**src/source/axi_pkg.sv**
```systemverilog
package axi_pkg;

    typedef logic [31:0] addr_t;
    typedef logic [31:0] data_t;
    typedef logic [3:0]  strb_t;
    typedef logic [1:0]  resp_t;

    localparam resp_t RESP_OKAY   = 2'b00;
    localparam resp_t RESP_SLVERR = 2'b10;

    // read address channel
    typedef struct packed {
        addr_t addr;
        logic  valid;
    } ar_req_t;

    typedef struct packed {
        data_t data;
        resp_t resp;
        logic  valid;
    } r_rsp_t;

    typedef struct packed {
        addr_t addr;
        logic  valid;
    } aw_req_t;

    typedef struct packed {
        data_t data;
        strb_t strb;
        logic  valid;
    } w_req_t;

    typedef struct packed {
        resp_t resp;
        logic  valid;
    } b_rsp_t;

    // master side, everything flowing toward the slave
    typedef struct packed {
        ar_req_t ar;
        aw_req_t aw;
        w_req_t  w;
        logic    rready;
        logic    bready;
    } axi_req_t;

    // slave side
    typedef struct packed {
        r_rsp_t r;
        b_rsp_t b;
        logic   arready;
        logic   awready;
        logic   wready;
    } axi_rsp_t;

endpackage

```
**src/source/mem_pkg.sv**
```systemverilog
package mem_pkg;

    localparam int MEM_WORDS = 1024;

    typedef logic [$clog2(MEM_WORDS)-1:0] word_idx_t;

    // array sits at this byte address on the bus
    localparam axi_pkg::addr_t MEM_BASE = 32'h8000_0000;

    typedef logic [2:0] lat_cnt_t;

    localparam lat_cnt_t READ_LATENCY  = 3'd2;
    localparam lat_cnt_t WRITE_LATENCY = 3'd1;

    typedef enum logic [1:0] {
        RD_IDLE,
        RD_WAIT,
        RD_RESP
    } rd_state_t;

    typedef enum logic [1:0] {
        WR_IDLE,
        WR_WAIT,
        WR_RESP
    } wr_state_t;

    // one per direction in the arbiter
    typedef enum logic {
        ARB_IDLE,
        ARB_BUSY
    } arb_state_t;

endpackage

```
**src/source/axi_arbiter.sv**
```systemverilog
module axi_arbiter (
    input  logic              clk,
    input  logic              rst_n,
    input  axi_pkg::axi_req_t m0_req,
    output axi_pkg::axi_rsp_t m0_rsp,
    input  axi_pkg::axi_req_t m1_req,
    output axi_pkg::axi_rsp_t m1_rsp,
    output axi_pkg::axi_req_t s_req,
    input  axi_pkg::axi_rsp_t s_rsp
);

    mem_pkg::arb_state_t rd_state;
    mem_pkg::arb_state_t wr_state;
    // granted master, kept as last winner once idle again
    logic                rd_grant;
    logic                wr_grant;

    logic                rd_want0;
    logic                rd_want1;
    logic                wr_want0;
    logic                wr_want1;

    axi_pkg::axi_req_t   rd_src;
    axi_pkg::axi_req_t   wr_src;

    // round robin on a tie, otherwise whoever asks
    function automatic logic pick(logic want0, logic want1, logic last);
        if (want0 && want1) begin
            return !last;
        end
        return want1;
    endfunction

    assign rd_want0 = m0_req.ar.valid;
    assign rd_want1 = m1_req.ar.valid;
    assign wr_want0 = m0_req.aw.valid || m0_req.w.valid;
    assign wr_want1 = m1_req.aw.valid || m1_req.w.valid;

    always_ff @(posedge clk) begin
        if (!rst_n) begin
            rd_state <= mem_pkg::ARB_IDLE;
            rd_grant <= 1'b1;
        end else begin
            case (rd_state)
                mem_pkg::ARB_IDLE: begin
                    if (rd_want0 || rd_want1) begin
                        rd_state <= mem_pkg::ARB_BUSY;
                        rd_grant <= pick(rd_want0, rd_want1, rd_grant);
                    end
                end
                mem_pkg::ARB_BUSY: begin
                    if (s_rsp.r.valid && s_req.rready) begin
                        rd_state <= mem_pkg::ARB_IDLE;
                    end
                end
                default: rd_state <= mem_pkg::ARB_IDLE;
            endcase
        end
    end

    always_ff @(posedge clk) begin
        if (!rst_n) begin
            wr_state <= mem_pkg::ARB_IDLE;
            wr_grant <= 1'b1;
        end else begin
            case (wr_state)
                mem_pkg::ARB_IDLE: begin
                    if (wr_want0 || wr_want1) begin
                        wr_state <= mem_pkg::ARB_BUSY;
                        wr_grant <= pick(wr_want0, wr_want1, wr_grant);
                    end
                end
                mem_pkg::ARB_BUSY: begin
                    if (s_rsp.b.valid && s_req.bready) begin
                        wr_state <= mem_pkg::ARB_IDLE;
                    end
                end
                default: wr_state <= mem_pkg::ARB_IDLE;
            endcase
        end
    end

    assign rd_src = rd_grant ? m1_req : m0_req;
    assign wr_src = wr_grant ? m1_req : m0_req;

    always_comb begin
        s_req  = '0;
        m0_rsp = '0;
        m1_rsp = '0;

        if (rd_state == mem_pkg::ARB_BUSY) begin
            s_req.ar     = rd_src.ar;
            s_req.rready = rd_src.rready;
            if (rd_grant) begin
                m1_rsp.arready = s_rsp.arready;
                m1_rsp.r       = s_rsp.r;
            end else begin
                m0_rsp.arready = s_rsp.arready;
                m0_rsp.r       = s_rsp.r;
            end
        end

        if (wr_state == mem_pkg::ARB_BUSY) begin
            s_req.aw     = wr_src.aw;
            s_req.w      = wr_src.w;
            s_req.bready = wr_src.bready;
            if (wr_grant) begin
                m1_rsp.awready = s_rsp.awready;
                m1_rsp.wready  = s_rsp.wready;
                m1_rsp.b       = s_rsp.b;
            end else begin
                m0_rsp.awready = s_rsp.awready;
                m0_rsp.wready  = s_rsp.wready;
                m0_rsp.b       = s_rsp.b;
            end
        end
    end

endmodule

```
**config.mk**
```make
export PLATFORM = sky130hd
export DESIGN_NAME = axi_arbiter
export DESIGN_NICKNAME = d
export VERILOG_FILES = /design/src/source/axi_pkg.sv /design/src/source/mem_pkg.sv /design/src/source/axi_arbiter.sv
export SDC_FILE = /design/constraint.sdc
export NUM_CORES = 1
export LEC_CHECK = 0
export ABC_AREA = 1
export BUFFER_PORTS_ARGS = -buffer_cell sky130_fd_sc_hd__buf_2
export CORE_AREA = 2 2 169 171
export CTS_CLUSTER_SIZE = 10
export DETAILED_ROUTE_END_ITERATION = 10
export DIE_AREA = 0 0 171 173
export HOLD_SLACK_MARGIN = 0.1
export MAX_ROUTING_LAYER = met4
export SYNTH_ARGS = -nofsm -noshare
export SYNTH_HDL_FRONTEND = slang
export SYNTH_SLANG_ARGS = --single-unit
```
**constraint.sdc**
```tcl
create_clock -name clk -period 1.26 [get_ports clk]
set_clock_uncertainty 0.1 [all_clocks]
set_input_delay 0.126 -clock clk [delete_from_list [all_inputs] [get_ports clk]]
set_output_delay 0.126 -clock clk [all_outputs]
set_load 0.1 [all_outputs]
```
==> results.txt <==
The source-to-sink clock delay at the later pin of the worst-skew pair came out at between 0.2 and 0.25 ns. The die is roughly 170 um tall. The placed instance count came out at between 1000 and 1500. The synthesized area per cell is 4.313 um^2. The count of mapped cells out of synthesis is about 510. The floorplan die area came out at about 30000 um^2.

The total wirelength of the detailed-routed design is approximately 24000 um. The endpoint required time on the critical path is between 1 and 1.5 ns. The slew at the pin closest to its max-slew limit is about 0.22 ns. In this run the clock root is driven by a sky130_fd_sc_hd__clkbuf_16. The aggregate negative setup slack is -63.45 ns. Counting distinct cell types in the post-synthesis netlist gives 16. The peak ir drop on the vdd network is between 400 and 500 uV. The checks that failed: setup timing. The detail route stage leaves a number of antenna-violating nets equal to 0. The path class of the tightest hold or removal check is input port to register.

The initial antenna violation count is 3. The number of top-level pins came out at 440. The initial utilization of the core area, before any placement, comes to 0.07930.

The first detailed-routing pass ran for 4 iterations. In the final layout, the multi-input gates occupy about 4100 um^2. The level count of the clock H-tree came out at 1. The violation count after the first detailed-route iteration is approximately 120. The post-route standard cell area excluding fillers came out at between 10000 and 15000 um^2. The sequential share of the synthesized area is 0.03655.

In the finished design, the share of the clock period the worst path needs comes to 1.342. The number of flip-flops and latches in the synthesized netlist is 4. The flow ran to the end, but the final reports show violations. The via density per instance came out at 3.885. The critical path startpoint category is a register. Across all setup checks in the final design, the least slack found is -0.4313 ns. The area inside the core boundary came out at 27630 um^2.

Setup repair after global routing could not meet its margin everywhere. Summed over all cells, the static leakage comes to ~5.0 nW. The total global-route track usage came out at 0.1555.

Across the run, the number of max-cap violations was 0. The most frequently used cell type in the post-synthesis netlist is sky130_fd_sc_hd__nand2_1. The post-detailed-placement half-perimeter wirelength is 18630 um. The count of final hold-check violations is 0. The buffer depth of the longest clock path came out at 2.

The placed standard-cell area is 9622 um^2. The pin count of the biggest net entering global routing is 25. Dividing total power by cell area gives a power density of roughly 850 nW/um^2. The net count after synthesis came out at 761.

The signed area change from the synthesized netlist to the final layout is 422.7%. The initialized floorplan defines a little over 60 standard-cell rows. The number of pins exceeding their max-slew limit in the final report is 0.

The critical path is of the register to output port type. The share of synthesized area in the top cell type comes to 0.3649. The count of buffers added on input and output ports is 439. TritonCTS built the clock tree.

The number of enable-type register cells in the synthesized netlist is 0. The overflow left after global routing is 0. The most instantiated flip-flop cell in the synthesis netlist is sky130_fd_sc_hd__dfxtp_1. The layout net count came out at 1260. The number of DRC violations after detailed routing is 0. The via count of the first global-routing pass came to ~5800. The horizontal die dimension came out at ~170 um. The area used by sequential logic in the layout came out at 92.59 um^2. Along the worst path, the maximum fanout reaches 5. The post-route non-filler standard cell count came out at ~1400. The synthesized design spends more area on one cell type than any other, namely sky130_fd_sc_hd__nand2_1. The routed design could run at a clock period as short as around 1.7 ns.

The number of buffers added by the clock tree synthesis step is 3. The tree built by TritonCTS fans out to 4 sinks. The worst pin sits at a relative slew slack of 0.8544. The routability-driven placement congestion ratio is between 0.8 and 0.9. Derived from the worst setup path, the maximum achievable clock frequency is around 600 MHz. After synthesis the cells add up to roughly 2200 um^2.

Ranked by total cell area, the synthesized netlist is headed by sky130_fd_sc_hd__nand2_1 36%, sky130_fd_sc_hd__a21oi_1 25%, sky130_fd_sc_hd__nor2_1 15%. The wire length of the first global-routing pass is 33790 um. Across all layers, the routed design uses approximately 5400 vias. Of the cells placed in the final design, the portion with a size suffix greater than 1 is 0.8479. After detailed routing, the average wire length per cell comes to approximately 18 um.

After filler insertion, the fill cell instance count of the layout stands at approximately 2600. The number of failing setup endpoints in the final timing report came out at 190. The share of flip-flops with an asynchronous set or reset came out at 0. The clock input transition at the sequential cells of the worst setup and hold paths came out at 0.03 ns. The worst setup path is captured at an output port.

The commonest cells after synthesis are 213 x sky130_fd_sc_hd__nand2_1, 108 x sky130_fd_sc_hd__a21oi_1, 89 x sky130_fd_sc_hd__nor2_1. For the worst setup path, the data arrival time is around 1.5 ns. The number of warnings reported in the yosys synthesis log is 0.
## cells in the final DEF (no fill, tap or decap), drive strengths merged
cell type,netlist,routed
a21oi,108,108
o21ai,1,1
dfxtp,4,4
inv,49,48
clkinv,0,2
o211ai,2,2
diode,0,3
dlygate4sd3,0,1
nor2,89,89
buf,30,522
o22ai,1,1
nand2,215,217
bufbuf,0,1
nand3,1,1
clkbuf,8,9
## registers in the layout (all words and copies together) (netlist names)
| register | cells |
|---|---|
| rd_grant | 1 |
| rd_state | 1 |
| wr_grant | 1 |
| wr_state | 1 |
## cell type report
| cell class | instances | area share |
|---|---|---|
| inverter | 49 | 0.01923 |
| clock buffer | 4 | 0.006884 |
| antenna | 3 | 0.0006556 |
| timing repair inverter | 1 | 0.001420 |
| multi-input combinational | 419 | 0.3559 |
| sequential | 4 | 0.008086 |
| tap | 378 | 0.04130 |
| timing repair buffer | 529 | 0.5665 |
## cell families after synthesis
kind of cell | after synthesis | share of synthesized area
simple gates | 305 | 0.5254
compound gates | 112 | 0.2587
buf+inv | 87 | 0.1793
flops | 4 | 0.03655
## report_power, final
group	internal (mW)	total (mW)	switching, mW
logic	3.39	9.01	5.63
registers	0.144	0.169	0.0256
clock network	0.420	0.532	0.112
total	3.95	9.72	5.77
## worst max-delay path: stages (launching register included)
cell                       delay (ns)
sky130_fd_sc_hd__dfxtp_4         0.35
sky130_fd_sc_hd__buf_12          0.15
sky130_fd_sc_hd__buf_12          0.13
sky130_fd_sc_hd__clkinv_8        0.05
sky130_fd_sc_hd__buf_8           0.12
sky130_fd_sc_hd__nand2_2         0.06
sky130_fd_sc_hd__a21oi_2         0.18
sky130_fd_sc_hd__buf_12          0.19
## routing by layer
layer | up-vias | global-route usage | share of wire
met1 | 2481 | 0.1433 | 0.31
met4 | 0 | 0.03814 | 0.030
met2 | 299 | 0.3201 | 0.59
met3 | 34 | 0.02747 | 0.065
li1 | 2575 | - | -
met5 | - | - | 0
## what timing repair did
item | in CTS | in global routing
resized for setup | 181 | 86
endpoints found under the hold margin | 2 | 0
cloned | 15 | 5
pin swaps | 63 | 59
hold buffers | 1 | 0
setup buffers | 14 | 3
setup endpoints to repair | 189 | 191
## metrics by stage
stage / worst slack [ns] / hold WS [ns] / utilization / power, mW
finish: -0.4313 / 0.1470 / 0.4145 / 9.716
global route: -0.4957 / 0.1825 / 0.4145 / 10.06
CTS: -0.4405 / 0.1384 / 0.3971 / 9.483
detailed placement: -0.3424 / 0.3038 / 0.3482 / 7.980
global placement: -0.3262 / 0.3076 / 0.3482 / 7.930
floorplan: -1.118 / 0.1105 / - / 5.039
## final timing paths
kind | from | endpoint | slack (ns) | cells after the start
setup / recovery | rd_grant | s_req[74] | -0.43 | 7
hold / removal | m1_req[72] | rd_grant | 0.15 | 3
setup reg to reg | rd_grant | rd_state | -0.10 | 8
hold reg to reg | wr_grant | wr_grant | 0.61 | 3
No activity file was read; power rests on OpenSTA's default activity.
