[src/source/axi_pkg.sv]
package axi_pkg;

    typedef logic [31:0] addr_t;
    typedef logic [31:0] data_t;
    typedef logic [3:0]  strb_t;
    typedef logic [1:0]  resp_t;

    localparam resp_t RESP_OKAY   = 2'b00;
    localparam resp_t RESP_SLVERR = 2'b10;

    // read address channel
    typedef struct packed {
        addr_t addr;
        logic  valid;
    } ar_req_t;

    typedef struct packed {
        data_t data;
        resp_t resp;
        logic  valid;
    } r_rsp_t;

    typedef struct packed {
        addr_t addr;
        logic  valid;
    } aw_req_t;

    typedef struct packed {
        data_t data;
        strb_t strb;
        logic  valid;
    } w_req_t;

    typedef struct packed {
        resp_t resp;
        logic  valid;
    } b_rsp_t;

    // master side, everything flowing toward the slave
    typedef struct packed {
        ar_req_t ar;
        aw_req_t aw;
        w_req_t  w;
        logic    rready;
        logic    bready;
    } axi_req_t;

    // slave side
    typedef struct packed {
        r_rsp_t r;
        b_rsp_t b;
        logic   arready;
        logic   awready;
        logic   wready;
    } axi_rsp_t;

endpackage

[src/source/mem_pkg.sv]
package mem_pkg;

    localparam int MEM_WORDS = 1024;

    typedef logic [$clog2(MEM_WORDS)-1:0] word_idx_t;

    // array sits at this byte address on the bus
    localparam axi_pkg::addr_t MEM_BASE = 32'h8000_0000;

    typedef logic [2:0] lat_cnt_t;

    localparam lat_cnt_t READ_LATENCY  = 3'd2;
    localparam lat_cnt_t WRITE_LATENCY = 3'd1;

    typedef enum logic [1:0] {
        RD_IDLE,
        RD_WAIT,
        RD_RESP
    } rd_state_t;

    typedef enum logic [1:0] {
        WR_IDLE,
        WR_WAIT,
        WR_RESP
    } wr_state_t;

    // one per direction in the arbiter
    typedef enum logic {
        ARB_IDLE,
        ARB_BUSY
    } arb_state_t;

endpackage

[src/source/axi_sram_slave.sv]
module axi_sram_slave (
    input  logic               clk,
    input  logic               rst_n,
    input  axi_pkg::axi_req_t  req,
    output axi_pkg::axi_rsp_t  rsp,
    output mem_pkg::word_idx_t rd_idx,
    input  axi_pkg::data_t     rd_data,
    output logic               wr_en,
    output mem_pkg::word_idx_t wr_idx,
    output axi_pkg::data_t     wr_data,
    output axi_pkg::strb_t     wr_strb
);

    mem_pkg::rd_state_t rd_state;
    mem_pkg::lat_cnt_t  rd_cnt;
    axi_pkg::addr_t     rd_addr_q;
    axi_pkg::data_t     rd_data_q;
    axi_pkg::resp_t     rd_resp_q;
    logic               rd_done;

    mem_pkg::wr_state_t wr_state;
    mem_pkg::lat_cnt_t  wr_cnt;
    axi_pkg::addr_t     wr_addr_q;
    axi_pkg::data_t     wr_data_q;
    axi_pkg::strb_t     wr_strb_q;
    axi_pkg::resp_t     wr_resp_q;
    logic               aw_got;
    logic               w_got;
    logic               aw_hs;
    logic               w_hs;
    logic               wr_fire;

    function automatic logic in_range(axi_pkg::addr_t addr);
        axi_pkg::addr_t offset;
        offset = addr - mem_pkg::MEM_BASE;
        return offset < axi_pkg::addr_t'(4 * mem_pkg::MEM_WORDS);
    endfunction

    // low two bits dropped, no unaligned access
    function automatic mem_pkg::word_idx_t word_of(axi_pkg::addr_t addr);
        axi_pkg::addr_t offset;
        offset = addr - mem_pkg::MEM_BASE;
        return offset[2 +: $bits(mem_pkg::word_idx_t)];
    endfunction

    always_comb begin
        rsp.arready = (rd_state == mem_pkg::RD_IDLE);
        rsp.r.valid = (rd_state == mem_pkg::RD_RESP);
        rsp.r.data  = rd_data_q;
        rsp.r.resp  = rd_resp_q;
        rsp.awready = (wr_state == mem_pkg::WR_IDLE) && !aw_got;
        rsp.wready  = (wr_state == mem_pkg::WR_IDLE) && !w_got;
        rsp.b.valid = (wr_state == mem_pkg::WR_RESP);
        rsp.b.resp  = wr_resp_q;
    end

    // read side
    assign rd_done = (rd_state == mem_pkg::RD_WAIT) && (rd_cnt == mem_pkg::READ_LATENCY);
    assign rd_idx  = word_of(rd_addr_q);

    always_ff @(posedge clk) begin
        if (!rst_n) begin
            rd_state <= mem_pkg::RD_IDLE;
            rd_cnt   <= '0;
        end else begin
            case (rd_state)
                mem_pkg::RD_IDLE: begin
                    if (req.ar.valid) begin
                        rd_state <= mem_pkg::RD_WAIT;
                        rd_cnt   <= '0;
                    end
                end
                mem_pkg::RD_WAIT: begin
                    if (rd_done) begin
                        rd_state <= mem_pkg::RD_RESP;
                    end else begin
                        rd_cnt <= rd_cnt + 1'b1;
                    end
                end
                mem_pkg::RD_RESP: begin
                    if (req.rready) begin
                        rd_state <= mem_pkg::RD_IDLE;
                    end
                end
                default: rd_state <= mem_pkg::RD_IDLE;
            endcase
        end
    end

    // word is latched so it stays put while rready is low
    always_ff @(posedge clk) begin
        if (rsp.arready && req.ar.valid) begin
            rd_addr_q <= req.ar.addr;
        end
        if (rd_done) begin
            rd_data_q <= in_range(rd_addr_q) ? rd_data : '0;
            rd_resp_q <= in_range(rd_addr_q) ? axi_pkg::RESP_OKAY : axi_pkg::RESP_SLVERR;
        end
    end

    // write side, aw and w in either order
    assign aw_hs   = req.aw.valid && rsp.awready;
    assign w_hs    = req.w.valid && rsp.wready;
    assign wr_fire = (wr_state == mem_pkg::WR_WAIT) && (wr_cnt == mem_pkg::WRITE_LATENCY);

    always_ff @(posedge clk) begin
        if (!rst_n) begin
            wr_state <= mem_pkg::WR_IDLE;
            wr_cnt   <= '0;
            aw_got   <= 1'b0;
            w_got    <= 1'b0;
        end else begin
            case (wr_state)
                mem_pkg::WR_IDLE: begin
                    if ((aw_got || aw_hs) && (w_got || w_hs)) begin
                        wr_state <= mem_pkg::WR_WAIT;
                        wr_cnt   <= '0;
                        aw_got   <= 1'b0;
                        w_got    <= 1'b0;
                    end else begin
                        if (aw_hs) begin
                            aw_got <= 1'b1;
                        end
                        if (w_hs) begin
                            w_got <= 1'b1;
                        end
                    end
                end
                mem_pkg::WR_WAIT: begin
                    if (wr_fire) begin
                        wr_state <= mem_pkg::WR_RESP;
                    end else begin
                        wr_cnt <= wr_cnt + 1'b1;
                    end
                end
                mem_pkg::WR_RESP: begin
                    if (req.bready) begin
                        wr_state <= mem_pkg::WR_IDLE;
                    end
                end
                default: wr_state <= mem_pkg::WR_IDLE;
            endcase
        end
    end

    always_ff @(posedge clk) begin
        if (aw_hs) begin
            wr_addr_q <= req.aw.addr;
        end
        if (w_hs) begin
            wr_data_q <= req.w.data;
            wr_strb_q <= req.w.strb;
        end
        if (wr_fire) begin
            wr_resp_q <= in_range(wr_addr_q) ? axi_pkg::RESP_OKAY : axi_pkg::RESP_SLVERR;
        end
    end

    // out of range writes are dropped here
    assign wr_en   = wr_fire && in_range(wr_addr_q);
    assign wr_idx  = word_of(wr_addr_q);
    assign wr_data = wr_data_q;
    assign wr_strb = wr_strb_q;

endmodule

[config.mk]
export PLATFORM = sky130hd
export DESIGN_NAME = axi_sram_slave
export DESIGN_NICKNAME = d
export VERILOG_FILES = /design/src/source/axi_pkg.sv /design/src/source/mem_pkg.sv /design/src/source/axi_sram_slave.sv
export SDC_FILE = /design/constraint.sdc
export NUM_CORES = 1
export LEC_CHECK = 0
export BUFFER_PORTS_ARGS = -buffer_cell sky130_fd_sc_hd__buf_2
export CAP_MARGIN = 10
export CORE_UTILIZATION = 45
export CTS_CLUSTER_DIAMETER = 100
export DETAILED_ROUTE_END_ITERATION = 10
export PLACE_DENSITY = 0.77
export SETUP_SLACK_MARGIN = 0.1
export SYNTH_ARGS = -nofsm -noshare
export SYNTH_HDL_FRONTEND = slang
export SYNTH_SLANG_ARGS = --single-unit
export TNS_END_PERCENT = 100
[constraint.sdc]
create_clock -name clk -period 4.85 [get_ports clk]
set_clock_uncertainty 0.2 [all_clocks]
set_input_delay 0.2425 -clock clk [delete_from_list [all_inputs] [get_ports clk]]
set_output_delay 0.2425 -clock clk [all_outputs]
set_load 0.005 [all_outputs]
==> metrics.yaml, run 1 <==
clock_tree:
  cts_setup_buffers: 0
  htreeDepth: 4
  cts_max_path_buffers: 2
  postCtsHoldBufs: 131
  cts_buffers: 17
  post_cts_resize_count: 0
  cts-root-buf: "clkbuf_8"
  cts.sinks: 142
floorplan:
  die_w_um: 107
  die_y_um: 107
  ios: 237
  std_cell_rows: 38
  start_util_pct: 46.1
yosys:
  yosys.area_share.xor_xnor_pct: 0.175
  ys_ff_latch: 142
  synth-compound-area-share_pct: 1.78
  synth_top_family_by_area: "simple AND/OR/NAND/NOR gates"
  synth_cell_types: 33
  synthMuxAreaShare_pct: 0
  ys.flop_type: "edfxtp_1"
  async_reset_ff_share_pct: 0
  ys_seq_area_share_pct: 82.8
  synthAdderAreaFrac_pct: 1.00
  yosys_warnings: 0
  avgSynthCellArea_um2: 18.5
  synth_cells: 271
  synth_edf_count: 130
  synth_area_um2: 5000
  synthSimpleGateAreaFrac_pct: 10.2
outcome:
  status: "aborted with a tool error"
  lastStage: "4_1_cts"
  first-error: "[ERROR RSZ-0060] Max buffer count reached."
placed_design:
  gp_congestion: 0.806
  io_buffers: 230
  dpl.hpwl_um: 7230
[cell usage after synthesis (2+ instances only)]
cell type    n  area share, %
buf_2        3           0.30
nand4_1      2           0.25
nor2b_1      6           0.75
or4_4        2           0.45
nand2b_1     3           0.38
inv_1        3           0.23
o21a_1       4           0.60
and2_1      35            4.4
nand2_1      3           0.23
edfxtp_1   130             78
a21oi_1      3           0.30
dfxtp_1     12            4.8
nand3_1      2           0.20
ha_1         4            1.0
buf_4       22            3.3
and3_1       2           0.25
nor2_1       5           0.38
nor3_1       3           0.30
nor4_1       7           0.88
a21boi_0     2           0.30
nand3b_1     2           0.30
nor3b_1      5           0.75
[metrics by stage]
step	area (um^2)	std cells	utilization [%]	worst slack (ns)
floorplan	5010	272	-	1.02
global placement	6190	620	57.1	2.78
detailed placement	6190	620	57.1	2.74
[kinds of logic after synthesis]
kind of cell,Yosys count
DFF,142
and+or+nand+nor,81
buffers and inverters,29
AOI/OAI and AO/OA,13
adders and majority gates,4
xor gates and xnor gates,1
other,1
==> run 2: changes to the inputs <==
Settings changed: CORE_UTILIZATION 45 to 30, CTS_CLUSTER_DIAMETER 100 to default, PLACE_DENSITY 0.77 to default, PLACE_DENSITY_LB_ADDON from default to 0.15, SETUP_SLACK_MARGIN 0.1 to default.
==> run 2 against run 1 <==
  * The run now ends clean
  * Synthesized area unchanged
  * Synthesized cell count is the same
==> metrics.yaml, run 2 <==
outcome:
  status: "finished, final reports clean"
floorplan:
  dieArea_um2: 17200
  die_y_um: 131
  std_cell_rows: 46
  ios: 237
  core-area_um2: 16100
  start_util_pct: 31.2
  die_w_um: 131
timing:
  rsz0062_at_grt: "no"
  worstMarginPinSlew_ns: 0.545
  hold_viol_final: 0
  setup_viol: 0
  worst_slack_ns: 2.40
  drv_slew: 0
  timing.final.crit_share_pct: 50.4
  fin_crit_ns: 2.45
  setup_tns_ns: 0
  fmax_mhz: 409
  slew_headroom_pct: 63.6
finish:
  areaGrowthSynthToFinish_pct: 64.3
  final_common_cell: "buf_2"
  final_cell_mix: "buf_2 (230), dlygate4sd3_1 (135), edfxtp_1 (130), and2_1 (35), clkbuf_16 (17)"
  fin_nets: 777
  num_antenna_cells: 0
  layout-drive-gt1-share_pct: 41.6
setup_path:
  worstPathCellList: "nor4_1 > nand4_1 > or4_4 > nor2b_2 > buf_2"
  required_ns: 4.41
  path_class: "reg2out"
  crit_path_max_fanout: 2
  cp-end-kind: "output port"
  slowest_delay_ns: 0.52
  crit_arrival_ns: 2.00
  cp_slowest_cell: "or4_4"
  critPathLaunchType: "flop"
yosys:
  synth_top_area_share_pct: 78.0
  async_reset_ff_share_pct: 0
  ys.flop_type: "edfxtp_1"
  synth_area_um2: 5000
  synth_edf_count: 130
  synth_cells: 271
  yosysTopAreaCell: "edfxtp_1"
  ys_ff_latch: 142
  avgSynthCellArea_um2: 18.5
  ys_seq_area_share_pct: 82.8
  synth_area_leaders: "edfxtp_1 (78%), dfxtp_1 (4.8%), and2_1 (4.4%)"
  yosys_warnings: 0
  synth_top_cells_by_count: "edfxtp_1 (130), and2_1 (35), buf_4 (22)"
  synth_cell_types: 33
  yosysMostFrequentCell: "edfxtp_1"
clock_tree:
  cts_setup_buffers: 0
  htreeDepth: 4
  cts.sinks: 142
  post_cts_resize_count: 0
  cts_buffers: 17
  cts_tree: "built"
  clk_pin_slew_ns: 0.05
  cts_max_path_buffers: 2
  clk_latency_ns: 0.41
  cts-root-buf: "clkbuf_16"
  postCtsHoldBufs: 135
placed_design:
  pre_cts_ws_ns: 2.77
  dpl.hpwl_um: 6950
  io_buffers: 230
  gp_congestion: 0.755
pwr:
  p_per_area_nw_per_um2: 364
  cellLeakagePower_nw: 3.26
  power_mw: 2.99
  ir_drop_mv: 0.210
route:
  vias: 3495
  drc: 0
  drt.antenna.violating_nets: 0
  drtIter0Drc: 162
  first_pass_iters: 4
  routedWlPerCell_um: 12.7
  viasPerCell: 4.05
  routed_wl_um: 10900
global_routing:
  antenna_found_initial: 0
  use_met1_pct: 14.6
  grt_pass1_vias: 3715
  use_met3_pct: 4.09
  grt_overflow: 0
  grt_start_max_net_pins: 37
  grt.total_usage_pct: 13.2
  grt.busiest_layer: "met2"
  grt_pass1_wl_um: 17500
  grt.met2_usage_pct: 23.1
hold_path:
  hp-class: "in2reg"
run:
  drv_cap: 0
==> run 2: cell counts after synthesis <==
No cell type changed its count.
==> run 2: worst max-delay path: cells and delay by family, from the launching register on <==
| family | cells | cell delay [ns] |
|---|---|---|
| flops | 1 | 0.37 |
| simple gates | 4 | 1.11 |
| buf+inv | 1 | 0.11 |
==> run 2: cell type report <==
type                    count  area [um^2]
fillers                  1401         7840
flip-flops and latches    142         4140
repair buffers            369         2530
multi-input cells         101          677
clock buffers              20          437
well taps                 216          270
clock inverters            12          145
inverters                   3         11.3
==> run 2: path summary, 6_finish.rpt <==
path	start	endpoint	slack, ns	cells past startpoint
max	wr_addr_q[16]	wr_en	2.40	5
min	req[2]	w_got	0.02	3
min reg2reg	rd_cnt[0]	rd_cnt[0]	0.29	2
max reg2reg	rd_cnt[0]	rd_state[1]	2.61	7
==> run 2: logic make-up (layout without fill, tap and decap cells) <==
| group | after synthesis | after routing | synth area share, % |
|---|---|---|---|
| flops | 142 | 142 | 82.8 |
| simple gates | 81 | 81 | 10.2 |
| fa+ha+maj | 4 | 4 | 1.00 |
| other cells | 1 | 2 | 0.0750 |
| buf+inv | 29 | 404 | 3.90 |
| xor+xnor | 1 | 1 | 0.175 |
| compound gates | 13 | 13 | 1.78 |
==> run 2: routing by layer <==
layer	vias to the layer above	share of wire, %
met1	1625	41
met2	147	52
met4	0	1.5
met3	9	5.9
li1	1714	-
met5	-	0
==> run 2: metrics by stage <==
step | hold slack, ns | utilization, % | instance area [um^2] | std cells
after floorplan | 0.141 | - | 5010 | 272
after global placement | 0.219 | 39.1 | 6280 | 696
after detailed placement | 0.221 | 39.1 | 6280 | 696
after CTS | 0.00446 | 51.2 | 8220 | 863
after global routing | 0.0322 | 51.2 | 8220 | 863
final | 0.0225 | 51.2 | 8220 | 863
==> run 2: where the power goes <==
part / total, mW / leakage [nW] / internal [mW] / switching [mW]
logic: 0.262 / 1.71 / 0.155 / 0.106
clock network: 1.28 / 0.287 / 0.804 / 0.477
registers: 1.45 / 1.26 / 1.43 / 0.0227
total: 2.99 / 3.26 / 2.39 / 0.605
Note: power is estimated with default switching activity, not from simulation.
